## config.mk

```make
export PLATFORM = sky130hd
export DESIGN_NAME = dcache_line_update
export DESIGN_NICKNAME = d
export VERILOG_FILES = /design/src/source/dcache_pkg.sv /design/src/source/dcache_line_update.sv
export SDC_FILE = /design/constraint.sdc
export NUM_CORES = 1
export LEC_CHECK = 0
export BUFFER_PORTS_ARGS = -buffer_cell sky130_fd_sc_hd__buf_2
export CORE_AREA = 2 2 321 323
export DETAILED_ROUTE_END_ITERATION = 6
export DIE_AREA = 0 0 323 325
export GPL_TIMING_DRIVEN = 0
export PLACE_DENSITY = 0.34
export SYNTH_ARGS = -nofsm -noshare
export SYNTH_HDL_FRONTEND = slang
export SYNTH_SLANG_ARGS = --single-unit
```

## constraint.sdc

```tcl
create_clock -name vclk -period 4.2
set_input_delay 0.42 -clock vclk [all_inputs]
set_output_delay 0.42 -clock vclk [all_outputs]
set_load 0.01 [all_outputs]
```

## src/source/dcache_pkg.sv

```systemverilog
package dcache_pkg;

	localparam int NUM_SETS = 64;

	typedef logic [31:0] word_t;
	typedef logic [21:0] tag_t;
	typedef logic [5:0] index_t;

	// byte address as seen by the requester
	typedef struct packed {
		tag_t			tag;
		index_t			index;
		logic [1:0]		word_off;
		logic [1:0]		byte_off;
	} cache_addr_t;

	// word 0 sits in the low bits
	typedef word_t [3:0] way_line_t;
	typedef way_line_t [1:0] data_line_t;

	typedef struct packed {
		logic			valid;
		logic			dirty;
		tag_t			tag;
	} way_flag_t;

	// lru names the way to replace next
	typedef struct packed {
		way_flag_t [1:0]	entry;
		logic				lru;
	} flag_line_t;

	typedef struct packed {
		logic			valid;
		logic			wr;
		logic [27:0]	line_addr;
		way_line_t		line;
	} mem_req_t;

	typedef enum logic [2:0] {
		IDLE,
		CHECK,
		EVICT,
		LOAD,
		DONE
	} ctrl_state_t;

	typedef enum logic [1:0] {
		NONE,
		STORE,
		FILL,
		TOUCH
	} update_op_t;

endpackage

```

## src/source/dcache_line_update.sv

```systemverilog
`timescale 1ns/10ps

module dcache_line_update (
	input dcache_pkg::update_op_t	op,
	input logic					way,
	input logic [1:0]				word_off,
	input dcache_pkg::tag_t		tag,
	input dcache_pkg::word_t		wdata,
	input dcache_pkg::way_line_t	fill,
	input dcache_pkg::data_line_t	data_cur,
	input dcache_pkg::flag_line_t	flags_cur,
	output dcache_pkg::data_line_t	data_next,
	output dcache_pkg::flag_line_t	flags_next,
	output dcache_pkg::word_t		rdata
);

	import dcache_pkg::*;

	way_line_t cur_way;

	always_comb begin
		cur_way = data_cur[way];
		rdata = cur_way[word_off];
	end

	always_comb begin
		data_next = data_cur;
		flags_next = flags_cur;

		case (op)
			STORE: begin
				// one word and the way becomes dirty
				data_next[way][word_off] = wdata;
				flags_next.entry[way].valid = 1'b1;
				flags_next.entry[way].dirty = 1'b1;
				flags_next.lru = ~way;
			end

			FILL: begin
				// whole line from memory and marked clean
				data_next[way] = fill;
				flags_next.entry[way].valid = 1'b1;
				flags_next.entry[way].dirty = 1'b0;
				flags_next.entry[way].tag = tag;
			end

			TOUCH: begin
				flags_next.lru = ~way;
			end

			default: begin
				data_next = data_cur;
				flags_next = flags_cur;
			end
		endcase
	end

endmodule

```

==> impl_metrics.ini <==
[sta]
setup_viol = 0
hold_violations = 0
fmax_mhz = 250.9
rsz0062_at_grt = no
relSlewSlack_pct = 6.859
drv_slew = 0
period_share_pct = 94.89
tightest_slew_ns = 1.397
layout_min_cycle_time_ns = 3.985

[cells_and_area]
final_cells = 3056
drive_gt1_share_pct = 59.43
design.seq.count = 0
nets = 2173
nClkBuffers = 0
final_util_pct = 12.52
syn2layout_area_growth_pct = 88.34
seq_area_um2 = 0

[logic_synthesis]
yosysUniqueCellTypes = 31
syn_area_um2 = 6736
syn-instance-count = 846
ys_seq_area_share_pct = 0
synthesis.nets = 1341
syn-mean-instance-area_um2 = 7.963
yosysWarnings = 0

[floorplanning]
core_um2 = 101300
die_width_um = 323
dieArea_um2 = 105000
rows = 117
die_h_um = 325
start_util_pct = 6.650
pin_count = 829

[power]
ir_worst_vdd_mv = 0.05356
power.leakage_nw = 5.744
switchingPower_mw = 1.305
power.density_nw_per_um2 = 169.1
swShare_pct = 60.83
p_seq_share_pct = 0
p_clk_share_pct = 0
intPower_mw = 0.8404
p_comb_share_pct = 100.0

[route]
drt-total-wl_mm = 108.1
avgRoutedWirePerCell_um = 35.38
drc = 0
drtPass1Iterations = 5
dr_total_vias = 12880
vias_per_cell = 4.213
initialDrtViolationCount = 965
antenna_left = 0

[placed_design]
dp.cells = 3043
hpwl_mm = 90.20
gp_congestion = 0.8471
port_buffers = 829

[setup_path]
cp.required_ns = 3.78
critPathKind = input port to output pin
cp_max_fo = 10
cp-end-kind = output pin
start_kind = input port
cp.arrival_ns = 3.57

[flow_run]
cap_viol_max_count = 0

[grt]
grt.overflow.total = 0
track_usage_pct = 19.37
grt_pass1_vias = 13230
grt_first_pass_wirelength_mm = 134.1
antenna_found_initial = 56
grt_start_max_net_pins = 11

[run_status]
status = finished clean

[clock_network]
hold_buffers = 0

[min_path]
worst_hold_path_type = input port to output pin
==> synthesized netlist by cell type (2+ instances only) <==
cell type    n  share of area, %
mux4_2      64                21
buf_2       32               2.4
a21boi_1     4              0.45
ha_1         3              0.56
a221o_1    256                38
nand2_1     36               2.0
mux2_2      32               5.3
o32a_1       2              0.30
nor2_1     256                14
buf_4        3              0.33
and2_1       5              0.46
buf_1        4              0.22
inv_1        3              0.17
a22o_1      44               5.7
nand4bb_1    3              0.50
buf_6       12               2.0
clkbuf_1    70               3.9
or4b_1       3              0.45
o21a_1       2              0.22
==> worst max-delay path: stages <==
cell,delay [ns]
buf_2,0.11
inv_1,0.04
ha_1,0.37
nand4bb_1,0.15
clkbuf_1,0.50
a21boi_1,0.58
clkbuf_1,0.89
a221o_1,0.28
buf_2,0.20
==> layout make-up <==
class,count,area [um^2]
plain buffers,122,621.8
diodes,12,30.03
repair buffers,830,4156
multi-input cells,721,6156
fillers,12020,88620
inverters,3,11.26
well taps,1368,1712
==> metal layers <==
metal | track usage [%] | part of all wire, %
met1 | 22.51 | 39
met5 | 0 | 0.15
met3 | 4.103 | 7.4
met4 | 5.238 | 3.1
met2 | 35.40 | 50
==> layout by cell type, fill, tap and decap left out, types with 4 or more instances in the layout <==
master	netlist	layout
mux4_2	64	64
buf_6	12	12
a221o_1	256	256
nor2_1	256	256
buf_2	32	862
mux2_2	32	32
diode_2	0	12
a22o_1	44	44
nand2_1	36	36
buf_4	3	4
and2_1	5	5
clkbuf_1	70	54
clkbuf_2	1	17
==> timing repair <==
item	in CTS	in global routing
resized for setup	11	3
buffers inserted	1	0
pin swaps	1	0
endpoints found under the setup margin	146	2
gates cloned	0	0
==> final timing paths <==
check | start | cells past startpoint | slack [ns] | end
setup / recovery | op[0] | 9 | 0.21 | data_next[204]
hold / removal | flags_cur[6] | 3 | 1.15 | flags_next[6]
==> per-stage QoR <==
stage	setup slack [ns]	TNS, ns	total power [mW]	hold WS, ns	cell area (um^2)
6_report	0.2146	0	2.146	1.148	12690
5_1_grt	0.01584	0	2.250	1.168	12670
4_1_cts	0.009439	0	2.176	1.151	12660
3_5_place_dp	-0.3532	-18.98	2.164	1.150	12610
3_3_place_gp	-1.002	-51.06	2.173	1.147	12600
2_1_floorplan	1.629	0	0.9084	0.9872	6736
==> cell families (layout without fill, tap and decap cells) <==
group                    count (synthesis)  in the layout  synth area share, %
AND/OR/NAND/NOR                        312            312                18.69
AO/OA/AOI/OAI                          310            310                44.93
buffers and inverters                  125            955                9.082
multiplexers                            96             96                26.75
adder cells (fa/ha/maj)                  3              3               0.5573
other                                    0             12                    0
==> power groups by stage <==
stage	Sequential (mW)	Combinational [mW]	Clock (mW)
finish	0	2.15	0.000000169
global route	0	2.25	0.000000128
CTS	0	2.18	0
detailed placement	0	2.16	0
global placement	0	2.17	0
floorplan	0	0.908	0
No activity file was read; power rests on OpenSTA's default activity.
