`src/source/dcache_pkg.sv`:
```
package dcache_pkg;

	localparam int NUM_SETS = 64;

	typedef logic [31:0] word_t;
	typedef logic [21:0] tag_t;
	typedef logic [5:0] index_t;

	// byte address as seen by the requester
	typedef struct packed {
		tag_t			tag;
		index_t			index;
		logic [1:0]		word_off;
		logic [1:0]		byte_off;
	} cache_addr_t;

	// word 0 sits in the low bits
	typedef word_t [3:0] way_line_t;
	typedef way_line_t [1:0] data_line_t;

	typedef struct packed {
		logic			valid;
		logic			dirty;
		tag_t			tag;
	} way_flag_t;

	// lru names the way to replace next
	typedef struct packed {
		way_flag_t [1:0]	entry;
		logic				lru;
	} flag_line_t;

	typedef struct packed {
		logic			valid;
		logic			wr;
		logic [27:0]	line_addr;
		way_line_t		line;
	} mem_req_t;

	typedef enum logic [2:0] {
		IDLE,
		CHECK,
		EVICT,
		LOAD,
		DONE
	} ctrl_state_t;

	typedef enum logic [1:0] {
		NONE,
		STORE,
		FILL,
		TOUCH
	} update_op_t;

endpackage

```
`src/source/dcache_ctrl.sv`:
```
`timescale 1ns/10ps

module dcache_ctrl (
	input logic						clk_50m,
	input logic						rst_n,
	input dcache_pkg::cache_addr_t		addr,
	input logic						rd,
	input logic						wr,
	input logic						valid,
	input dcache_pkg::word_t			data_in,
	input dcache_pkg::flag_line_t		array_flags,
	input dcache_pkg::data_line_t		array_data,
	input logic						hit,
	input logic						hit_way,
	input logic						victim_dirty,
	input dcache_pkg::word_t			rdata,
	input logic						mem_ack,
	input dcache_pkg::way_line_t		rline,
	output dcache_pkg::flag_line_t		held_flags,
	output dcache_pkg::data_line_t		held_data,
	output logic						arr_rd,
	output logic						arr_wr,
	output dcache_pkg::update_op_t		op,
	output logic						way,
	output logic						mem_start,
	output logic						mem_wr,
	output logic [27:0]				mem_line_addr,
	output dcache_pkg::way_line_t		evict_line,
	output dcache_pkg::word_t			data_out,
	output logic						done
);

	import dcache_pkg::*;

	ctrl_state_t state;
	ctrl_state_t next_state;
	logic mem_pend;
	logic victim;

	always_ff @(posedge clk_50m, negedge rst_n) begin
		if (!rst_n) begin
			state <= IDLE;
			mem_pend <= 1'b0;
		end else begin
			state <= next_state;
			if (mem_ack) begin
				mem_pend <= 1'b0;
			end else if (mem_start) begin
				mem_pend <= 1'b1;
			end
		end
	end

	// the array keeps its last read lines until the next read
	always_comb begin
		held_flags = array_flags;
		held_data = array_data;
		victim = held_flags.lru;
	end

	always_comb begin
		next_state = state;
		arr_rd = 1'b0;
		arr_wr = 1'b0;
		op = NONE;
		way = hit_way;
		mem_start = 1'b0;
		mem_wr = 1'b0;

		case (state)
			IDLE: begin
				if (valid && (rd || wr)) begin
					arr_rd = 1'b1;
					next_state = CHECK;
				end
			end

			CHECK: begin
				if (hit) begin
					next_state = DONE;
				end else if (held_flags.entry[victim].valid && victim_dirty) begin
					next_state = EVICT;
				end else begin
					next_state = LOAD;
				end
			end

			EVICT: begin
				way = victim;
				mem_wr = 1'b1;
				mem_start = !mem_pend;
				if (mem_ack) begin
					next_state = LOAD;
				end
			end

			LOAD: begin
				way = victim;
				mem_start = !mem_pend;
				// fill and read back the set in one cycle
				if (mem_ack) begin
					op = FILL;
					arr_wr = 1'b1;
					arr_rd = 1'b1;
					next_state = DONE;
				end
			end

			DONE: begin
				op = wr ? STORE : TOUCH;
				arr_wr = 1'b1;
				next_state = IDLE;
			end

			default: begin
				next_state = IDLE;
			end
		endcase
	end

	// write back goes to the victim's own line
	always_comb begin
		if (state == EVICT) begin
			mem_line_addr = {held_flags.entry[victim].tag, addr.index};
		end else begin
			mem_line_addr = {addr.tag, addr.index};
		end
		evict_line = held_data[victim];
	end

	always_comb begin
		done = (state == DONE);
		data_out = rd ? rdata : data_in;
	end

endmodule

```
`config.mk`:
```
export PLATFORM = sky130hd
export DESIGN_NAME = dcache_ctrl
export DESIGN_NICKNAME = d
export VERILOG_FILES = /design/src/source/dcache_pkg.sv /design/src/source/dcache_ctrl.sv
export SDC_FILE = /design/constraint.sdc
export NUM_CORES = 1
export LEC_CHECK = 0
export ABC_AREA = 1
export BUFFER_PORTS_ARGS = -buffer_cell sky130_fd_sc_hd__clkbuf_2
export CAP_MARGIN = 20
export CORE_AREA = 2 2 409 411
export DETAILED_ROUTE_END_ITERATION = 8
export DIE_AREA = 0 0 411 413
export GPL_TIMING_DRIVEN = 0
export HOLD_SLACK_MARGIN = 0.12
export SYNTH_ARGS = -nofsm -noshare
export SYNTH_HDL_FRONTEND = slang
export SYNTH_SLANG_ARGS = --single-unit
```
`constraint.sdc`:
```
create_clock -name clk_50m -period 2 [get_ports clk_50m]
set_input_delay 0 -clock clk_50m [delete_from_list [all_inputs] [get_ports clk_50m]]
set_output_delay 0 -clock clk_50m [all_outputs]
set_load 0.05 [all_outputs]
```
==> impl_metrics.yaml <==
yosys:
  synth_cell_type_count: 21
  netlist_instances: 903
  yosys.area_share.simple_pct: 35.2
  synthMuxAreaShare_pct: 6.99
  synth_compound_area_share_pct: 5.49
  synth_top_area_share_pct: 45.7
  syn_nets: 1441
  netlist_area_um2: 5150
  synth_xor_area_share_pct: 0
  ys_ff_latch: 4
  yosys-top-cells-area: "buf_4, nand2_1, mux2_2, o31ai_2, nor2_1"
  synth_top_family_by_area: "buffers and inverters"
  yosys.area.top_type: "buf_4"
  synthAdderAreaFrac_pct: 0
  yosysWarningCount: 0
  yosysSeqAreaShare_pct: 1.94
  avgSynthCellArea_um2: 5.71
floorplan:
  die-area_um2: 170000
  die-width_um: 411
  design.portCount: 1039
  die_h_um: 413
  start_util_pct: 3.11
  fp-row-count: 150
  core-area_um2: 166000
critical_path:
  start_kind: "flip-flop"
  crit_type: "flip-flop to output port"
  cpPeakStageDelay_ns: 0.44
  worstPathMaxFanout: 10
  crit_chain: "nand2_4 > inv_2 > nand2_8 > buf_2 > nand2_1 > o31ai_2 > buf_2"
  critPathRequiredTime_ns: 2.00
  cp_num_buf_inv: 3
  crit_family: "buffers and inverters"
  crit_slowest_cell: "dfrtp_1"
  endpoint_kind: "output port"
  crit_top_cell: "buf_2"
  critical_path_arrival_ns: 1.92
final_layout:
  drive_gt1_share_pct: 72.4
  utilization_pct: 7.60
  fin_area_um2: 12600
  stdcell_count: 4031
  areaGrowthSynthToFinish_pct: 145
  layout_common_cells: "clkbuf_2, nand2_1, buf_4, nor2_1, mux2_2"
  final_common_cell: "clkbuf_2"
  nets: 2344
global_routing:
  grt_overflow: 0
  grt_first_pass_wirelength_um: 123000
  grt_pass1_vias: 7950
  gr-usage-all-layers_pct: 12.1
  grt_max_degree: 11
  grt_antenna_before_repair: 119
clock_tree:
  cts_buffer_depth: 2
  cts_tree: "built"
  cts_setup_buffers: 0
  clkLatencyLatePin_ns: 0.23
  clkSinkCount: 4
  cts_made_buffers: 3
  root_buffer: "clkbuf_16"
  cts-htree-levels: 1
  clkSlewWorstSetupHoldPaths_ns: 0.03
route:
  drt_iter0_drc: 726
  drc: 0
  via_count: 9864
  first_pass_iters: 5
  viasPerCell: 2.45
  routed_wl_um: 110000
  antenna_left: 0
  wl_per_cell_um: 27.2
place:
  dp_slack_ns: -0.274
  place_area_um2: 12400
  dp_hpwl_um: 105000
  port-buffer-count: 896
  dpl.cell_count: 4003
  gp_congestion: 0.954
sta:
  fin_skew_ns: 0.000316
  worstMarginPinSlew_ns: 0.766
  slew_violations: 0
  relSlewSlack_pct: 48.9
  clock.fmax_mhz: 522
  rsz0062_at_grt: "no"
  post-route-period-util_pct: 95.9
  fin_crit_ns: 1.92
  setup_slack_ns: 0.0828
  fin_tns_setup_ns: 0
  holdWs_ns: 0.127
  setup_viol: 0
  final-hold-violation-count: 0
power_and_ir_drop:
  total_power_mw: 7.79
  vdd_drop_max_mv: 0.492
  p_per_area_nw_per_um2: 618
  p_leak_nw: 7.09
run:
  cap_violations: 0
outcome:
  outcome: "completed"
hold_path:
  hp-class: "input pin to flip-flop"
-- cell usage after synthesis --
cell type	count
nand2_4	1
buf_6	2
nand3_1	4
o31ai_2	18
o31ai_1	4
nor2_1	49
nor2b_1	1
nor3_1	3
buf_2	31
inv_2	4
dfrtp_1	4
clkinv_2	1
or3_1	1
nand2_1	417
clkbuf_1	5
mux2_2	32
nand2_2	1
o21ai_0	4
buf_4	314
o21a_1	1
inv_1	6
-- state kept, by name, indices dropped and copies added, names as in the netlist --
name	flops
mem_pend	1
state	3
-- per-layer routing --
| metal | up-vias | wire length [um] | track usage, % |
|---|---|---|---|
| li1 | 4289 | - | - |
| met1 | 4340 | 43800 | 14.6 |
| met2 | 865 | 48300 | 19.4 |
| met3 | 278 | 12900 | 5.48 |
| met4 | 92 | 3760 | 2.77 |
| met5 | - | 763 | 0.791 |
-- cells by family (layout without fill, tap and decap cells) --
kind of cell | after synthesis | in the layout
AOI/OAI and AO/OA | 27 | 27
buffers and inverters | 363 | 1264
DFF | 4 | 4
muxes | 32 | 32
other | 0 | 23
and+or+nand+nor | 477 | 477
-- worst register-to-register path: stages (launching register included) --
cell and delay (ns):
dfrtp_1 0.44, nand2_4 0.18, inv_2 0.09, nand2_8 0.14
inv_2 0.07, or3_1 0.30
-- power by group --
part / switching [mW] / internal, mW / total, mW
clock network: 0.0576 / 0.255 / 0.313
registers: 0.0443 / 0.121 / 0.165
logic: 5.59 / 1.72 / 7.31
total: 5.69 / 2.10 / 7.79
-- final timing paths --
path	startpoint	endpoint	slack, ns	cells past startpoint
max in group asynchronous	rst_n	state[0]$_DFFE_PN0P_	1.64	2
max reg2reg	state[1]$_DFFE_PN0P_	state[1]$_DFFE_PN0P_	0.66	5
min reg2reg	mem_pend$_DFFE_PN0P_	mem_pend$_DFFE_PN0P_	0.49	1
max	state[1]$_DFFE_PN0P_	mem_line_addr[13]	0.08	7
min in group asynchronous	rst_n	mem_pend$_DFFE_PN0P_	0.23	2
min	hit	state[2]$_DFFE_PN0P_	0.13	5
-- repair_timing --
item / CTS / global route
resized for setup: 14 / 8
setup endpoints to repair: 46 / 8
hold endpoints to repair: 6 / 0
hold buffers: 2 / 0
-- area by class of cell --
cell class	instances	area, um^2
multi-input combinational	536	2480
clock buffer	3	75.1
buffer	352	2570
inverter	11	42.5
tap	2204	2760
antenna	23	57.6
fill	19902	153000
sequential	4	100
timing repair buffer	898	4520
Note: power is estimated with default switching activity, not from simulation.
