## src/source/dcache_pkg.sv

```systemverilog
package dcache_pkg;

	localparam int NUM_SETS = 64;

	typedef logic [31:0] word_t;
	typedef logic [21:0] tag_t;
	typedef logic [5:0] index_t;

	// byte address as seen by the requester
	typedef struct packed {
		tag_t			tag;
		index_t			index;
		logic [1:0]		word_off;
		logic [1:0]		byte_off;
	} cache_addr_t;

	// word 0 sits in the low bits
	typedef word_t [3:0] way_line_t;
	typedef way_line_t [1:0] data_line_t;

	typedef struct packed {
		logic			valid;
		logic			dirty;
		tag_t			tag;
	} way_flag_t;

	// lru names the way to replace next
	typedef struct packed {
		way_flag_t [1:0]	entry;
		logic				lru;
	} flag_line_t;

	typedef struct packed {
		logic			valid;
		logic			wr;
		logic [27:0]	line_addr;
		way_line_t		line;
	} mem_req_t;

	typedef enum logic [2:0] {
		IDLE,
		CHECK,
		EVICT,
		LOAD,
		DONE
	} ctrl_state_t;

	typedef enum logic [1:0] {
		NONE,
		STORE,
		FILL,
		TOUCH
	} update_op_t;

endpackage

```

## src/source/dcache_hit_check.sv

```systemverilog
`timescale 1ns/10ps

module dcache_hit_check (
	input dcache_pkg::flag_line_t	flags,
	input dcache_pkg::tag_t		tag,
	output logic					hit,
	output logic					hit_way,
	output logic					victim_dirty
);

	import dcache_pkg::*;

	logic hit0;
	logic hit1;
	way_flag_t victim;

	always_comb begin
		hit0 = flags.entry[0].valid && (flags.entry[0].tag == tag);
		hit1 = flags.entry[1].valid && (flags.entry[1].tag == tag);
	end

	always_comb begin
		hit = hit0 || hit1;
		// way 1 only when way 0 misses
		if (hit0) begin
			hit_way = 1'b0;
		end else begin
			hit_way = hit1;
		end
	end

	// victim is the lru way
	always_comb begin
		victim = flags.entry[flags.lru];
		victim_dirty = victim.dirty;
	end

endmodule

```

## config.mk

```make
export PLATFORM = sky130hd
export DESIGN_NAME = dcache_hit_check
export DESIGN_NICKNAME = d
export VERILOG_FILES = /design/src/source/dcache_pkg.sv /design/src/source/dcache_hit_check.sv
export SDC_FILE = /design/constraint.sdc
export NUM_CORES = 1
export LEC_CHECK = 0
export ABC_AREA = 1
export BUFFER_PORTS_ARGS = -buffer_cell sky130_fd_sc_hd__buf_2
export CORE_ASPECT_RATIO = 1.4
export CORE_UTILIZATION = 37
export DETAILED_ROUTE_END_ITERATION = 12
export PLACE_DENSITY = 0.88
export RECOVER_POWER = 50
export SETUP_SLACK_MARGIN = 0.3
export SYNTH_ARGS = -nofsm -noshare
export SYNTH_HDL_FRONTEND = slang
export SYNTH_SLANG_ARGS = --single-unit
```

## constraint.sdc

```tcl
create_clock -name vclk -period 0.8
set_clock_uncertainty 0.05 [all_clocks]
set_input_delay 0.04 -clock vclk [all_inputs]
set_output_delay 0.04 -clock vclk [all_outputs]
set_load 0.01 [all_outputs]
```

==> results of run 1 <==
[critical path, stage by stage]
cell	delay [ns]
buf_2	0.10
inv_1	0.05
nand2_1	0.05
nand2_1	0.05
nor2_1	0.08
nand2_1	0.07
nor2_2	0.13
nand2_1	0.06
nor2_1	0.12
nor2_2	0.05
buf_2	0.13
[logic make-up after synthesis]
| family | count (synthesis) | synth area share, % |
|---|---|---|
| buf+inv | 56 | 23.9 |
| mux | 1 | 1.28 |
| simple gates | 144 | 63.3 |
| compound gates | 8 | 4.55 |
| xor+xnor | 7 | 6.97 |
[metal layers]
metal / vias up / share of wire [%] / track usage (%)
met5: - / 0 / 0
met4: 0 / 1.1 / 0
met3: 2 / 6.1 / 0.906
met2: 46 / 53 / 37.7
met1: 536 / 39 / 22.6
li1: 756 / - / -
[path summary, 6_finish.rpt]
| path | start | endpoint | slack [ns] | cells after the start |
|---|---|---|---|---|
| max | tag[1] | hit_way | -0.22 | 11 |
| min | flags[47] | victim_dirty | 0.37 | 3 |
[final cells by class]
type               instances  share of cell area (%)
inverters                 56                    15.5
multi-input cells        160                    49.1
well taps                 22                    1.89
repair buffers            74                    33.5
[per-stage QoR]
stage | power (mW) | instance area [sq um] | worst slack [ns]
after floorplan | 0.297 | 897 | 0.0852
after global placement | 0.551 | 1290 | -0.241
after detailed placement | 0.562 | 1290 | -0.271
after CTS | 0.607 | 1360 | -0.206
after global routing | 0.747 | 1450 | -0.287
final | 0.659 | 1450 | -0.218
[what timing repair did]
action	CTS	global route
pin swaps	14	37
gates resized for setup	18	36
endpoints found under the setup margin	3	3
[power by group]
part | switching (mW) | internal [mW] | total [mW]
logic | 0.316 | 0.343 | 0.659
registers | 0 | 0 | 0
clock network | 0 | 0 | 0
[cell usage after synthesis (all sizes together)]
library cell	number	area [sq um]
inv	56	210
nor2b	1	6.26
xor2	2	17.5
nand2	108	405
xnor2	5	43.8
nand3	5	25.0
o21ai	8	40.0
nor2	30	120
mux2	1	11.3
==> summary.txt, run 1 <==
Timing
  – Min Hold Slack: between 0.3 and 0.4 ns
  – Slew HR: approximately 86%
  – Slack of the critical path: -0.218 ns
  – RSZ-0062 raised after global routing: true
  – Fmax: about 980 MHz
  – Final Hold Viols: 0
  – Endpoints failing setup: 2
  – Max Transition Viols Final: 0
  – Period utilization: 127%
  – Actual slew at the worst max-slew pin: between 0.2 and 0.25 ns
  – Tmin final: around 1 ns
  – Setup TNS: -0.377 ns

Worst setup path
  – Crit path DAT: between 0.9 and 1 ns
  – CP max FO: 3
  – Required time of the critical path: 0.71 ns
  – Critical path class: in -> out
  – CP Launch Type: primary input
  – Crit end category: output pin

Place
  – Placer Congestion: between 0.8 and 0.9
  – Port Buffer Count: between 70 and 80
  – Placed cells: approximately 310
  – Final HPWL DP: approximately 2200 um

Min path
  – Hold Crit Class: in -> out

Pwr
  – Max VDD drop: ~230 uV
  – Power density cells: 454 mW/mm^2
  – Leakage power of the design: between 1 and 1.5 nW

Layout
  – Multi-input gate area: 713 sq um
  – Commonest cells after routing, fill and taps aside: nand2_1 (100), buf_2 (53), inv_1 (40), nor2_1 (24), buf_6 (16)
  – Most common cell after layout, fill and taps aside: nand2_1
  – Post-Layout Cell Count: between 300 and 400
  – Layout area overhead: 65.1%
  – Clk_buf instances: 0
  – Antenna Cells: 0
  – Fillers: between 200 and 250
  – Sequential cells: 0
  – Final nets: 363
  – Fin util: approximately two thirds
  – Register Area: 0 sq um
  – Layout cell share with drive strength beyond 1: between 30% and 40%

Global routing
  – First-pass GRT wire length: 3980 um
  – Global route overflow: 0
  – Pin count of the biggest net entering global routing: 5
  – Initial antenna violation count: 0
  – Number of global-route vias before repair: 1,109
  – GRT Total Usage: 18.7%

Synthesis
  – Cell Area, Synth: 880 sq um
  – Net Count, Synth: around 290
  – YS warnings: 0
  – Post-synth cell types: 12
  – Cell count after synthesis: between 200 and 250
  – Synth Area per Inst: a little over 4 sq um
  – Sequential share of the synthesized area: 0%

Routing
  – Via density per instance: around 4.3
  – DRC: 0
  – DRT Wirelength: approximately 2500 um
  – DR iter-0 viols: 30
  – DR WL/cell: 8.14 um
  – DRT Pass-1 Iters: 4
  – Via count: ~1,300
  – DRT antenna net count: 0

Clock network
  – Post-CTS Repair Setup Buffers: 0
  – CTS Hold Bufs: 0

Floorplanning
  – Initial core utilization: between 30% and 40%
  – Ports: between 70 and 80
  – Total die area: roughly 0.0026 sq mm
  – Row cnt: 20
  – Die X-Extent: 43.2 um
  – Core area: roughly 0.0022 sq mm
  – Chip Height: approximately 60 um

Run
  – Max-cap violations: 0

Run status
  – Failing checks: negative setup slack
  – Status: complete, but fails checks
(Power assumes the default switching activity.)
==> run 2: changes to the inputs <==
CORE_UTILIZATION = 44   (was 37)
PLACE_DENSITY = 0.95   (was 0.88)
clock period = 1.2 ns   (was 0.8 ns; I/O delays follow)
==> summary.txt, run 2 (same netlist as run 1, synthesis figures left out) <==
Run status
  – Status: complete, no violations

Place
  – Port Buffer Count: between 70 and 80
  – Final HPWL DP: ~2100 um
  – Placer Congestion: 0.848
  – Placed Area: roughly 0.0013 sq mm
  – Placed cells: 310

Layout
  – Fin area: ~0.0013 sq mm
  – Layout area overhead: 50.8%
  – Sequential cells: 0
  – Commonest cells after routing, fill and taps aside: nand2_1 (106), buf_2 (69), inv_1 (48), nor2_1 (26), inv_2 (7)
  – Most common cell after layout, fill and taps aside: nand2_1
  – Antenna Cells: 0
  – Clk_buf instances: 0
  – Layout cell share with drive strength beyond 1: 31.4%
  – Post-Layout Cell Count: between 300 and 400
  – Register Area: 0 sq um
  – Fin util: 72.7%
  – Fillers: roughly 180
  – Final nets: between 300 and 400

Floorplanning
  – Chip Height: approximately 55 um
  – Row cnt: 18
  – Ports: 74
  – Die X-Extent: 39.8 um
  – Core area: between 0.0015 and 0.002 sq mm
  – Total die area: about 0.0022 sq mm
  – Initial core utilization: about half

Clock network
  – CTS Hold Bufs: 0

Timing
  – Period utilization: ~88%
  – Endpoints failing setup: 0
  – Slew HR: 87.9%
  – Fmax: approximately 940 MHz
  – Max Transition Viols Final: 0
  – Tmin final: around 1.1 ns
  – Final Hold Viols: 0
  – RSZ-0062 raised after global routing: true
  – Setup TNS: 0 ns
  – Actual slew at the worst max-slew pin: between 0.15 and 0.2 ns

Worst setup path
  – Crit path DAT: 0.95 ns
  – CP Launch Type: primary input
  – Required time of the critical path: 1.09 ns
  – Crit end category: output pin
  – Critical path class: in -> out
  – CP max FO: 2

Routing
  – DRC: 0
  – DRT Wirelength: around 2300 um
  – DR WL/cell: about 7.5 um
  – DRT Pass-1 Iters: 3
  – Via count: 1,327
  – Via density per instance: 4.28
  – DRT antenna net count: 0
  – DR iter-0 viols: 13

Global routing
  – Number of global-route vias before repair: between 1,000 and 1,500
  – GRT Total Usage: a little under a quarter
  – Pin count of the biggest net entering global routing: 5
  – Global route overflow: 0
  – Initial antenna violation count: 0
  – First-pass GRT wire length: approximately 3700 um

Pwr
  – Max VDD drop: between 150 and 200 uV
  – Leakage power of the design: 0.975 nW
  – Power density cells: between 200 and 300 mW/mm^2
  – Total power: between 0.3 and 0.4 mW

Run
  – Max-cap violations: 0

Min path
  – Hold Crit Class: in -> out
[run 2: area by class of cell]
type                       count  area, sq um  area share, %
multi-input combinational    160          691           52.1
timing repair buffer          74          398           30.0
inverter                      56          213           16.0
tap                           20         25.0           1.89
[run 2: repair_timing]
item                                    in CTS  in global routing
pin swaps                                    8                 19
resized for setup                            4                 20
gates cloned                                 0                  0
buffers inserted                             0                  0
endpoints found under the setup margin       2                  2
[run 2: per-stage QoR]
step,hold slack (ns),worst slack (ns)
floorplan,0.221,0.403
global placement,0.380,0.148
detailed placement,0.385,0.139
CTS,0.385,0.142
global route,0.436,0.0193
finish,0.413,0.141
[run 2: layer usage]
metal	wire (um)	up-vias	share of wire [%]	track usage (%)
li1	-	757	-	-
met1	903	533	39	23.1
met2	1290	37	56	49.5
met3	127	0	5.5	2.00
met4	0	0	0	0
met5	0	-	0	0
[run 2: final timing paths]
| kind | start | end | slack [ns] | cells past startpoint |
|---|---|---|---|---|
| max | flags[27] | hit_way | 0.14 | 8 |
| min | flags[47] | victim_dirty | 0.41 | 3 |
[run 2: critical path, stage by stage]
cell and delay [ns]:
buf_6 0.09, xor2_1 0.15, nor2_1 0.13, nand2_1 0.08, nor2_2 0.10, nand3_1 0.10
nor2_1 0.10, buf_2 0.13
[run 2: power by group]
part           total (mW)  internal, mW  leakage, nW  switching (mW)
clock network           0             0            0               0
logic               0.391         0.193        0.975           0.198
registers               0             0            0               0
total               0.391         0.193        0.975           0.198
==> run 3: changes to the inputs <==
CORE_UTILIZATION = 41   (was 44)
PLACE_DENSITY = 0.92   (was 0.95)
clock period = 1.07 ns   (was 1.2 ns; I/O delays follow)
==> summary.txt, run 3 (same netlist as run 1, synthesis figures left out) <==
Run status
  – Status: complete, no violations

Timing
  – Slack of the critical path: between 0.05 and 0.06 ns
  – Final Hold Viols: 0
  – Setup TNS: 0 ns
  – RSZ-0062 raised after global routing: true
  – Max Transition Viols Final: 0
  – Period utilization: between 90% and 100%
  – Slew HR: 87.8%
  – Endpoints failing setup: 0
  – Actual slew at the worst max-slew pin: approximately 0.18 ns
  – Fmax: between 900 and 1000 MHz
  – Tmin final: 1.02 ns

Floorplanning
  – Core area: between 0.0015 and 0.002 sq mm
  – Die X-Extent: approximately 40 um
  – Total die area: roughly 0.0023 sq mm
  – Row cnt: 19
  – Initial core utilization: around 44%
  – Chip Height: 56.8 um
  – Ports: 74

Routing
  – DRT antenna net count: 0
  – DRT Pass-1 Iters: 4
  – Via count: 1,387
  – DR iter-0 viols: 24
  – Via density per instance: 4.46
  – DRC: 0
  – DRT Wirelength: around 2800 um
  – DR WL/cell: 8.90 um

Worst setup path
  – Cells along the critical path: buf_2, nand2_1, nand2_1, nor2_2, inv_1, nor2_1, nand2_1, nor2_2, nor2_2, buf_2
  – Slowest cell on crit path: buf_2
  – CP Launch Type: primary input
  – Setup crit start: flags[19]
  – Crit path max-delay family: simple AND/OR/NAND/NOR gates
  – Crit path buffers/inverters: 3
  – Critical path class: in -> out
  – CP max FO: 2
  – Max incr delay on CP: 0.13 ns
  – Crit path DAT: around 0.91 ns
  – Crit path depth: 10
  – Required time of the critical path: 0.97 ns
  – Crit end category: output pin
  – Setup crit end: hit_way

Layout
  – Final nets: between 300 and 400
  – Multi-input gate area: about 730 sq um
  – Layout area overhead: 68.4%
  – Sequential cells: 0
  – Commonest cells after routing, fill and taps aside: nand2_1 (100), buf_2 (50), inv_1 (39), nor2_1 (20), buf_6 (17)
  – Register Area: 0 sq um
  – Most common cell after layout, fill and taps aside: nand2_1
  – Layout cell share with drive strength beyond 1: 39.0%
  – Clk_buf instances: 0
  – Antenna Cells: 0
  – Fillers: just under 200

Run
  – Max-cap violations: 0

Global routing
  – Pin count of the biggest net entering global routing: 5
  – Global route overflow: 0
  – GRT Total Usage: around 22%
  – Number of global-route vias before repair: between 1,000 and 1,500
  – Initial antenna violation count: 0
  – First-pass GRT wire length: 3930 um

Place
  – Final HPWL DP: about 2200 um
  – Setup WS pre-CTS: 0.0172 ns
  – Placer Congestion: about 0.85
  – Port Buffer Count: 74

Min path
  – Hold Crit Class: in -> out

Pwr
  – Leakage power of the design: roughly 1.0 nW
  – Power density cells: ~340 mW/mm^2
  – Max VDD drop: 193 uV
## run 3: cell counts in the layout (fill, tap and decap cells not counted)
Identical to the previous run, type by type.
## run 3: layer usage
layer  global-route usage [%]  part of all wire [%]
met1                     21.6                    33
met2                     45.3                    59
met3                     2.37                   6.0
met4                     1.84                   1.8
met5                        0                     0
## run 3: what timing repair did
| item | 4_1_cts | 5_1_grt |
|---|---|---|
| resized for setup | 13 | 60 |
| endpoints found under the setup margin | 2 | 2 |
| hold endpoints to repair | 0 | 0 |
| hold buffers | 0 | 0 |
| buffers inserted | 0 | 0 |
| pin swaps | 13 | 48 |
## run 3: worst min-delay path: stages
cell and delay (ns):
buf_2 0.07, mux2_2 0.13, clkbuf_1 0.14
## run 3: cell type report
type,instances,share of cell area [%]
inverter,56,14.5
multi-input combinational,160,49.1
timing repair buffer,74,34.6
tap,21,1.77
## run 3: stage by stage
stage / hold WS [ns] / utilization [%] / instances / power (mW) / cell area (sq um)
global route: 0.410 / 74.2 / 311 / 0.575 / 1480
floorplan: 0.208 / - / 216 / 0.218 / 882
detailed placement: 0.367 / 64.0 / 311 / 0.413 / 1280
CTS: 0.369 / 66.2 / 311 / 0.434 / 1320
finish: 0.395 / 74.2 / 311 / 0.509 / 1480
global placement: 0.365 / 64.0 / 311 / 0.403 / 1280
## run 3: where the power goes
part | internal (mW) | switching (mW) | total, mW
logic | 0.266 | 0.244 | 0.509
clock network | 0 | 0 | 0
registers | 0 | 0 | 0
total | 0.266 | 0.244 | 0.509
## run 3: how the worst min path moves through the flow
| stage | startpoint | end | cells after the start |
|---|---|---|---|
| 2_1_floorplan | flags[23] | victim_dirty | 1 |
| 3_3_place_gp | flags[47] | victim_dirty | 3 |
| 3_5_place_dp | flags[23] | victim_dirty | 3 |
| 4_1_cts | flags[23] | victim_dirty | 3 |
| 5_1_grt | flags[23] | victim_dirty | 3 |
| 6_report | flags[23] | victim_dirty | 3 |
