===== src/source/dcache_pkg.sv =====
package dcache_pkg;

	localparam int NUM_SETS = 64;

	typedef logic [31:0] word_t;
	typedef logic [21:0] tag_t;
	typedef logic [5:0] index_t;

	// byte address as seen by the requester
	typedef struct packed {
		tag_t			tag;
		index_t			index;
		logic [1:0]		word_off;
		logic [1:0]		byte_off;
	} cache_addr_t;

	// word 0 sits in the low bits
	typedef word_t [3:0] way_line_t;
	typedef way_line_t [1:0] data_line_t;

	typedef struct packed {
		logic			valid;
		logic			dirty;
		tag_t			tag;
	} way_flag_t;

	// lru names the way to replace next
	typedef struct packed {
		way_flag_t [1:0]	entry;
		logic				lru;
	} flag_line_t;

	typedef struct packed {
		logic			valid;
		logic			wr;
		logic [27:0]	line_addr;
		way_line_t		line;
	} mem_req_t;

	typedef enum logic [2:0] {
		IDLE,
		CHECK,
		EVICT,
		LOAD,
		DONE
	} ctrl_state_t;

	typedef enum logic [1:0] {
		NONE,
		STORE,
		FILL,
		TOUCH
	} update_op_t;

endpackage


===== src/source/dcache_mem_port.sv =====
`timescale 1ns/10ps

module dcache_mem_port (
	input logic					clk_50m,
	input logic					rst_n,
	input logic					start,
	input logic					wr,
	input logic [27:0]			line_addr,
	input dcache_pkg::way_line_t	wline,
	output dcache_pkg::mem_req_t	mem_req,
	input dcache_pkg::way_line_t	mem_rdata,
	input logic					mem_done,
	output logic					ack,
	output dcache_pkg::way_line_t	rline
);

	import dcache_pkg::*;

	logic req_valid;
	logic req_wr;
	logic [27:0] req_addr;
	way_line_t req_line;

	always_ff @(posedge clk_50m, negedge rst_n) begin
		if (!rst_n) begin
			req_valid <= 1'b0;
			ack <= 1'b0;
		end else begin
			ack <= req_valid && mem_done;
			if (req_valid && mem_done) begin
				req_valid <= 1'b0;
			end else if (start) begin
				req_valid <= 1'b1;
			end
		end
	end

	// request held constant until memory completes
	always_ff @(posedge clk_50m) begin
		if (start && !req_valid) begin
			req_wr <= wr;
			req_addr <= line_addr;
			req_line <= wline;
		end
		if (req_valid && mem_done && !req_wr) begin
			rline <= mem_rdata;
		end
	end

	always_comb begin
		mem_req.valid = req_valid;
		mem_req.wr = req_wr;
		mem_req.line_addr = req_addr;
		mem_req.line = req_line;
	end

endmodule


===== config.mk =====
export PLATFORM = sky130hd
export DESIGN_NAME = dcache_mem_port
export DESIGN_NICKNAME = d
export VERILOG_FILES = /design/src/source/dcache_pkg.sv /design/src/source/dcache_mem_port.sv
export SDC_FILE = /design/constraint.sdc
export NUM_CORES = 1
export LEC_CHECK = 0
export ABC_AREA = 0
export BUFFER_PORTS_ARGS = -buffer_cell sky130_fd_sc_hd__buf_2
export CAP_MARGIN = 25
export CORE_AREA = 2 2 226 228
export CTS_CLUSTER_DIAMETER = 120
export CTS_CLUSTER_SIZE = 24
export DETAILED_ROUTE_END_ITERATION = 8
export DIE_AREA = 0 0 228 230
export GPL_TIMING_DRIVEN = 1
export SKIP_CTS_REPAIR_TIMING = 1
export SLEW_MARGIN = 20
export SYNTH_ARGS = -nofsm -noshare
export SYNTH_HDL_FRONTEND = slang
export SYNTH_SLANG_ARGS = --single-unit

===== constraint.sdc =====
create_clock -name clk_50m -period 4.45 [get_ports clk_50m]
set_input_delay 0 -clock clk_50m [delete_from_list [all_inputs] [get_ports clk_50m]]
set_output_delay 0 -clock clk_50m [all_outputs]
set_load 0.005 [all_outputs]

==> results of run 1 <==
## kinds of logic after synthesis
logic type	after synthesis	synth area share, %
DFF	287	99.4
and+or+nand+nor	5	0.448
buffers and inverters	2	0.173
## critical path, delay by kind of cell (launching register included)
kind / cells / cell delay, ns
buffers and inverters: 1 / 0.50
AND/OR/NAND/NOR: 1 / 0.85
flip-flops: 1 / 0.42
## worst min-delay path by stage
stage,slack [ns],cells after the start,end,start
after global routing,0.14,2,rline[90]$_DFFE_PP_,mem_rdata[90]
after global placement,-0.21,1,req_valid$_DFFE_PN0P_,rst_n
after detailed placement,-0.21,1,req_valid$_DFFE_PN0P_,rst_n
after floorplan,-0.30,0,ack$_DFF_PN0_,rst_n
after CTS,-0.80,1,req_valid$_DFFE_PN0P_,rst_n
final,0.17,2,mem_req[29]$_DFFE_PP_,wline[29]
## placed cells by master, fill, tap and decap left out
cell type and count:
inv_6 1, clkbuf_16 17, buf_2 575, edfxtp_1 285
inv_8 1, clkinv_2 1, nor2_1 2, buf_12 2
diode_2 6, clkinv_4 1, clkbuf_1 3, nor2b_4 1
dfrtp_1 2, buf_4 6, clkinv_8 2, and2b_4 1
dlygate4sd3_1 290, and2_4 1
## per-stage QoR
step                std cells  setup WS, ns
global placement         1547          2.28
global route             1866          2.11
finish                   1869          2.26
detailed placement       1547          2.22
floorplan                 294          1.59
CTS                      1573          2.21
## power groups by stage
stage	clock [W]	combinational [W]	sequential, W
2_1_floorplan	0	0.0000652	0.00329
3_3_place_gp	0	0.000422	0.00326
3_5_place_dp	0	0.000426	0.00326
4_1_cts	0.00173	0.000426	0.00321
5_1_grt	0.00180	0.000686	0.00322
6_report	0.00164	0.000630	0.00320
## area by class of cell
type | instances | area (sq um)
diodes | 6 | 15.0
clock buffers | 20 | 437
clock inverters | 6 | 66.3
fillers | 4880 | 34000
multi-input cells | 5 | 40.0
flip-flops and latches | 287 | 8610
well taps | 672 | 841
repair buffers | 873 | 5870
## registers in the layout (all words and copies together) (netlist names)
register,count
ack,1
req_wr,1
mem_req,128
req_addr,28
rline,128
req_valid,1
## per-layer routing
layer / vias up / global-route usage, %
li1: 2968 / -
met1: 3069 / 9.83
met2: 394 / 20.5
met3: 51 / 6.29
met4: 8 / 3.02
met5: - / 0
## Yosys cell counts
library cell  instances
nor2b_4               1
buf_4                 2
and2_4                1
nor2_1                2
and2b_2               1
edfxtp_1            285
dfrtp_1               2
==> results.md, run 1 <==
- Status: finished, final reports clean
- I/O pin count: 576
- Syn avg cell area: 29.5 sq um
- Placed cell area: 12500 sq um
- Core area: around 50000 sq um
- Max IR drop VDD: 0.356 mV
- Fin Hold WS: 0.172 ns
- Ranking of synthesized cells by area: edfxtp_1 (99%), dfrtp_1 (0.58%), buf_4 (0.17%), nor2b_4 (0.16%), and2_4 (0.10%)
- Clk Latency, worst-skew pair: 0.53 ns
- Inserted Clock Buffers: 17
- Psw: 0.00123 W
- Slew @ Worst Pin: 0.927 ns
- DRT iter0 DRCs: 270
- DP Wirelength: 24.4 mm
- Final Cycle Share: 49.1%
- Fmax: 457 MHz
- Min Tclk post-route: ~2.2 ns
- Met1 Routed Length: 11.2 mm
- Logic gate share of total power: between 10% and 20%
- Worst min path class: in -> reg
- Syn. warnings: 0
- Met2 WL: 17.8 mm
- P_int: 0.00425 W
- DRC errors left: 0
- Post-DR vias/cell: 3.47
- Fraction of layout cells with a size suffix above 1: slightly above 50%
- Post-synthesis cell count: slightly below 300
- CP max-delay cell: and2b_4
- Max-cap violations: 0
- CTS tree: built
- # clock sinks: ~290
- Setup Viol. Count Final: 0
- Fin util: 31.8%
- Slew Viols, Final: 0
- Final Skew: 0.0277 ns
- Port buffer count: approximately 580
- Rel. slew slack: 38.2%
- Aggregate global-route resource usage: 10.9%
- R2R Path End: mem_req[96]$_DFFE_PP_
- Total power: 0.00547 W
- Clock Path Buffers: 3
- Via count: 6490
- Setup Crit Path Kind: reg -> reg
- CP Cell Sequence: and2b_4, buf_4
- Pwr Density: 345 nW/um^2
- Yosys cell types: 7
- Die footprint: ~52000 sq um
- Drt pass-1 iters: 4
- Placer's final routability congestion estimate: 0.850
- Post-synth top area cell: edfxtp_1
- First-pass GRT wire length: just over 40 mm
- Gr ovfl total: 0
- Number of global-route vias before repair: roughly 5800
- R2r setup slk: around 2.3 ns
- Die X: 228 um
- Final net count: 1473
- Starting Density: between 10% and 20%
- Met3 WL: between 3 and 4 mm
- CTS clock-pin slew for the worst setup and hold paths: around 0.090 ns
- Switch share: 22.4%
- Site row count: 82
- Die Span Y: 230 um
- CP startpoint kind: flip-flop
- RSZ-0062 raised after global routing: no
- Wire length per cell: 18.0 um
- Crit end category: flip-flop
- Sequential area share after synthesis: 99.4%
- H-tree levels: 1
- Final Cell Area: 15900 sq um
- Final ANT Viol Nets: 0
- Synth top area share: about 100%
- Depth of the most critical reg-to-reg path: 2
- Worst r2r src: req_valid$_DFFE_PN0P_
- Net Count, Synth: approximately 580
- DRT Wirelength: approximately 34 mm
- Crit. Startpoint: req_valid$_DFFE_PN0P_
- Setup TNS: 0 ns
- Layout Area Growth over Synthesis: 83.2%
- Antenna violations before repair: 15
- Flop pwr share: 58.5%
- WP data required: approximately 4.6 ns
- Syn Std Cell Area: 8660 sq um
- Hold Vio Cnt, Final: 0
- CP arrival: 2.37 ns
- P_leak: 6.45 nW
- Clock power frac: 30.0%
- DR top layer: met5
- Pin count of the biggest net entering global routing: between 70 and 80
- Clk root buf: clkbuf_16
- Synthesized flop and latch total: 287
- End of the critical path: mem_req[96]$_DFFE_PP_
- Worst-path fanout max: between 50 and 60
- Worst path max stage delay: 0.85 ns
No activity file was read; power rests on OpenSTA's default activity.
==> run 2, diff against run 1 <==
--- a/config.mk
+++ b/config.mk
@@ -8,11 +8,11 @@
 export ABC_AREA = 0
 export BUFFER_PORTS_ARGS = -buffer_cell sky130_fd_sc_hd__buf_2
 export CAP_MARGIN = 25
-export CORE_AREA = 2 2 226 228
+export CORE_AREA = 2 2 223 225
 export CTS_CLUSTER_DIAMETER = 120
 export CTS_CLUSTER_SIZE = 24
 export DETAILED_ROUTE_END_ITERATION = 8
-export DIE_AREA = 0 0 228 230
+export DIE_AREA = 0 0 225 227
 export GPL_TIMING_DRIVEN = 1
 export SKIP_CTS_REPAIR_TIMING = 1
 export SLEW_MARGIN = 20
==> constraint.sdc (replaced) <==
create_clock -name clk_50m -period 2.3 [get_ports clk_50m]
set_input_delay 0 -clock clk_50m [delete_from_list [all_inputs] [get_ports clk_50m]]
set_output_delay 0 -clock clk_50m [all_outputs]
set_load 0.005 [all_outputs]
==> results.md, run 2 (synthesis results as in run 1) <==
- P_int: just over 0.008 W
- Met3 usage: 5.67%
- I/O pin count: 576
- Logic gate share of total power: roughly an eighth
- Status: finished, final reports clean
- Setup Crit Path Kind: reg -> reg
- Clk root buf: clkbuf_16
- Starting Density: 17.8%
- Setup Viol. Count Final: 0
- RSZ-0062 raised after global routing: no
- Layout Cells excl Fill: around 1800
- Psw: 0.00235 W
- Pwr Density: 668 nW/um^2
- Crit end category: flip-flop
- Fmax: 618 MHz
- DRT iter0 DRCs: 275
- Most frequent cells in the layout: buf_2 (575), dlygate4sd3_1 (289), edfxtp_1 (285)
- FILL cells: 4624
- First-pass GRT wire length: approximately 42 mm
- Flop pwr share: 59.1%
- Die footprint: just over 50000 sq um
- Hold Vio Cnt, Final: 0
- Core area: between 40000 and 50000 sq um
- Slew @ Worst Pin: 0.647 ns
- R2r setup slk: 0.68 ns
- Final Skew: 0.00961 ns
- Site row count: 81
- Switch share: 22.3%
- M1 GR Usage: approximately a tenth
- Min-Delay Startpoint: line_addr[20]
- Final ANT Viol Nets: 0
- Clock power frac: 29.1%
- Worst min path class: in -> reg
- Pin count of the biggest net entering global routing: 111
- Grt peak-use layer: met2
- R2R Path End: mem_req[94]$_DFFE_PP_
- Antenna violations before repair: 10
- Max-cap violations: 0
- CTS clock-pin slew for the worst setup and hold paths: 0.10 ns
- Number of global-route vias before repair: between 5000 and 6000
- Layout Area Growth over Synthesis: 81.9%
- Rel. slew slack: between 50 and 60%
- Gr ovfl total: 0
- Worst r2r src: req_valid$_DFFE_PN0P_
- CTS tree: built
- DRC errors left: 0
- DP Wirelength: 26.4 mm
- WP data required: 2.45 ns
- Max IR drop VDD: ~0.6 mV
- DRT Wirelength: 36.7 mm
- Aggregate global-route resource usage: 11.9%
- Inserted Clock Buffers: 16
- Placer's final routability congestion estimate: about 0.78
- Drt pass-1 iters: 4
- Most common cell after layout, fill and taps aside: buf_2
- Die Span Y: 227 um
- WHS Path Cells: 2
- Wire length per cell: 20.3 um
- Setup WS pre-CTS: 0.693 ns
- Slew Viols, Final: 0
- Fraction of layout cells with a size suffix above 1: ~51%
- P_leak: 6.42 nW
- Post-route worst setup slack: approximately 0.68 ns
- CP arrival: 1.77 ns
- H-tree levels: 1
- Worst-path fanout max: 47
- # clock sinks: around 290
- Clk Latency, worst-skew pair: 0.52 ns
- Post-DR vias/cell: 3.64
- Clock Path Buffers: 3
- Depth of the most critical reg-to-reg path: 2
- Final Cycle Share: a little over two thirds
- Hold Path Sink: req_addr[20]$_DFFE_PP_
- Via count: 6587
- Placed Cells: 1494
- CP startpoint kind: flip-flop
- Final net count: 1468
- Min Tclk post-route: around 1.6 ns
- Die X: ~230 um
- Met2 GRT Util: between 20% and 30%
- Port buffer count: ~580
==> run 2: cell types whose count changed in the layout (fill, tap and decap cells not counted) <==
cell,previous run,this run
dlygate4sd3_1,290,289
clkinv_2,1,0
buf_12,2,3
clkbuf_1,3,2
clkinv_4,1,0
inv_8,1,0
inv_6,1,0
buf_4,6,2
==> run 2: worst max path at each step <==
stage	startpoint	endpoint	slack [ns]	cells past startpoint
global route	req_valid$_DFFE_PN0P_	mem_req[74]$_DFFE_PP_	0.61	2
floorplan	req_valid$_DFFE_PN0P_	rline[0]$_DFFE_PP_	-0.56	2
global placement	req_valid$_DFFE_PN0P_	mem_req[97]$_DFFE_PP_	0.73	2
detailed placement	req_valid$_DFFE_PN0P_	mem_req[82]$_DFFE_PP_	0.69	2
CTS	req_valid$_DFFE_PN0P_	mem_req[94]$_DFFE_PP_	0.67	2
finish	req_valid$_DFFE_PN0P_	mem_req[94]$_DFFE_PP_	0.68	2
==> run 2: final cells by class <==
type	count	area, sq um	area share (%)
flip-flops and latches	287	8610	54.6
diodes	6	15.0	0.0953
well taps	622	778	4.94
repair buffers	869	5850	37.1
multi-input cells	5	40.0	0.254
clock inverters	2	32.5	0.207
clock buffers	19	433	2.75
==> run 2: through the flow <==
stage               setup TNS, ns  util [%]  cell area (sq um)  hold slack, ns  total power, W
floorplan                  -71.52         -               8660          -0.296         0.00649
global placement                0      25.5              12400          -0.209         0.00717
detailed placement              0      25.5              12400          -0.204         0.00717
CTS                             0      26.5              12800          -0.780          0.0103
global route                    0      32.4              15700           0.159          0.0110
finish                          0      32.4              15800           0.178          0.0105
==> run 2: layer usage <==
layer  vias to the layer above  routed length [um]
met5                         -                  27
met4                         4                1180
met3                        70                3730
met2                       430               19700
met1                      3130               12100
li1                       2953                   -
==> run 2: power by group through the flow <==
stage                     clock [W]  combinational (W)  sequential [W]
after floorplan                   0           0.000127         0.00636
after global placement            0           0.000836         0.00633
after detailed placement          0           0.000841         0.00633
after CTS                   0.00324           0.000842         0.00622
after global routing        0.00337            0.00134         0.00625
final                       0.00307            0.00124         0.00622
==> run 2: worst max-delay path, stage by stage (launching register included) <==
cell and delay [ns]:
dfrtp_1 0.42, and2b_4 0.28, buf_4 0.50
==> run 3, diff against run 2 <==
--- a/config.mk
+++ b/config.mk
@@ -8,11 +8,11 @@
 export ABC_AREA = 0
 export BUFFER_PORTS_ARGS = -buffer_cell sky130_fd_sc_hd__buf_2
 export CAP_MARGIN = 25
-export CORE_AREA = 2 2 223 225
+export CORE_AREA = 2 2 222 224
 export CTS_CLUSTER_DIAMETER = 120
 export CTS_CLUSTER_SIZE = 24
 export DETAILED_ROUTE_END_ITERATION = 8
-export DIE_AREA = 0 0 225 227
+export DIE_AREA = 0 0 224 226
 export GPL_TIMING_DRIVEN = 1
 export SKIP_CTS_REPAIR_TIMING = 1
 export SLEW_MARGIN = 20
==> constraint.sdc (replaced) <==
create_clock -name clk_50m -period 1.4 [get_ports clk_50m]
set_input_delay 0 -clock clk_50m [delete_from_list [all_inputs] [get_ports clk_50m]]
set_output_delay 0 -clock clk_50m [all_outputs]
set_load 0.005 [all_outputs]
==> results.md, run 3 (synthesis results as in run 1) <==
- CP max-delay cell: dfrtp_1
- Die X: 224 um
- Worst path max stage delay: 0.38 ns
- Final ANT Viol Nets: 0
- Most common cell after layout, fill and taps aside: buf_2
- R2R Path End: rline[100]$_DFFE_PP_
- FILL cells: 4613
- Placed Cells: roughly 1500
- Hold Vio Cnt, Final: 0
- I/O pin count: 576
- Final Cycle Share: 102%
- CP arrival: 1.64 ns
- CP Cell Sequence: and2_4, nor2b_4, buf_12, buf_12
- Setup Viol. Count Final: 66
- Crit. Startpoint: req_valid$_DFFE_PN0P_
- Wire length per cell: 19.3 um
- CTS tree: built
- Core area: around 48000 sq um
- Post-route worst setup slack: -0.0249 ns
- Via count: 6705
- Crit end category: flip-flop
- WHS Path Cells: 2
- Total power: around 0.017 W
- Slew Viols, Final: 0
- Number of global-route vias before repair: 5844
- Die Span Y: 226 um
- Clock Path Buffers: 3
- Worst-path fanout max: 25
- FF/Latch Area: 8610 sq um
- Final Skew: 0.0256 ns
- Fraction of layout cells with a size suffix above 1: between 50% and 60%
- CTS clock-pin slew for the worst setup and hold paths: 0.10 ns
- Min Tclk post-route: 1.42 ns
- First-pass GRT wire length: 40.3 mm
- P_leak: 6.57 nW
- DRC errors left: 0
- Fmax: between 700 and 800 MHz
- R2r setup slk: -0.02 ns
- Clk root buf: clkbuf_16
- Setup WS pre-CTS: -0.0159 ns
- Most frequent cells in the layout: buf_2 (575), dlygate4sd3_1 (289), edfxtp_1 (285)
- Port buffer count: 575
- CP startpoint kind: flip-flop
- DRT iter0 DRCs: 267
- Slew @ Worst Pin: 0.197 ns
- DRT Wirelength: 35.3 mm
- Max IR drop VDD: 0.916 mV
- Layout Area Growth over Synthesis: 84.8%
- Pin count of the biggest net entering global routing: 31
- Die footprint: 50600 sq um
- Post-DR vias/cell: about 3.7
- Clk Latency, worst-skew pair: 0.52 ns
- H-tree levels: 1
- Placed cell area: between 10000 and 15000 sq um
- WP data required: 1.61 ns
- RSZ-0062 raised after global routing: yes
- Area occupied by multi-input gates: around 40 sq um
- Crit path top cell by count: buf_12
- Depth of the most critical reg-to-reg path: 4
- Final Cell Area: 16000 sq um
- Drt pass-1 iters: 6
- Min-Delay Startpoint: wline[83]
- Aggregate global-route resource usage: 11.4%
- Inserted Clock Buffers: 15
- Site row count: 81
- Worst min path class: in -> reg
- Status: finished with violations
- Hold Path Sink: mem_req[83]$_DFFE_PP_
- Fin Hold WS: around 0.18 ns
- Gr ovfl total: 0
- Placer's final routability congestion estimate: between 0.8 and 0.9
- Final net count: 1496
- # clock sinks: about 290
- Layout Cells excl Fill: about 1800
- Pwr Density: 1060 nW/um^2
- Max-cap violations: 0
- Rel. slew slack: 86.9%
- Worst r2r src: req_valid$_DFFE_PN0P_
- Antenna violations before repair: 4
- Setup Crit Path Kind: reg -> reg
- DP Wirelength: 25.6 mm
- Failing checks: negative setup slack
- Starting Density: approximately 18%
[run 3: how the worst max path moves through the flow]
stage / end / slack (ns) / depth (start not counted)
final: rline[100]$_DFFE_PP_ / -0.02 / 4
after global routing: rline[40]$_DFFE_PP_ / -0.07 / 4
after CTS: rline[83]$_DFFE_PP_ / -0.05 / 4
after detailed placement: rline[88]$_DFFE_PP_ / -0.02 / 4
after global placement: rline[93]$_DFFE_PP_ / 0.01 / 4
after floorplan: rline[0]$_DFFE_PP_ / -1.46 / 2
[run 3: through the flow]
step	TNS [ns]	util, %
floorplan	-311.26	-
finish	-0.745	33.1
global placement	0	26.1
CTS	-2.03	26.9
global route	-6.86	33.1
detailed placement	-0.456	26.1
[run 3: critical path, delay by kind of cell (launching register included)]
family                 cells  cell delay [ns]
buffers and inverters      2             0.39
DFF                        1             0.38
and+or+nand+nor            2             0.30
[run 3: where the power goes]
group          switching (W)  internal [W]
sequential          0.000147        0.0100
clock                0.00260       0.00200
combinational       0.000939       0.00127
total                0.00369        0.0133
[run 3: final cells by class]
class	count	area share, %
diodes	1	0.0156
clock buffers	20	2.46
clock inverters	1	0.0547
multi-input cells	5	0.250
flip-flops and latches	287	53.8
well taps	622	4.86
repair buffers	898	38.6
[run 3: layer usage]
| layer | wire, um | up-vias | GRT usage [%] |
|---|---|---|---|
| li1 | - | 3007 | - |
| met1 | 12100 | 3235 | 11.0 |
| met2 | 18700 | 414 | 21.4 |
| met3 | 3490 | 49 | 5.07 |
| met4 | 1030 | 0 | 4.06 |
| met5 | 0 | - | 0 |
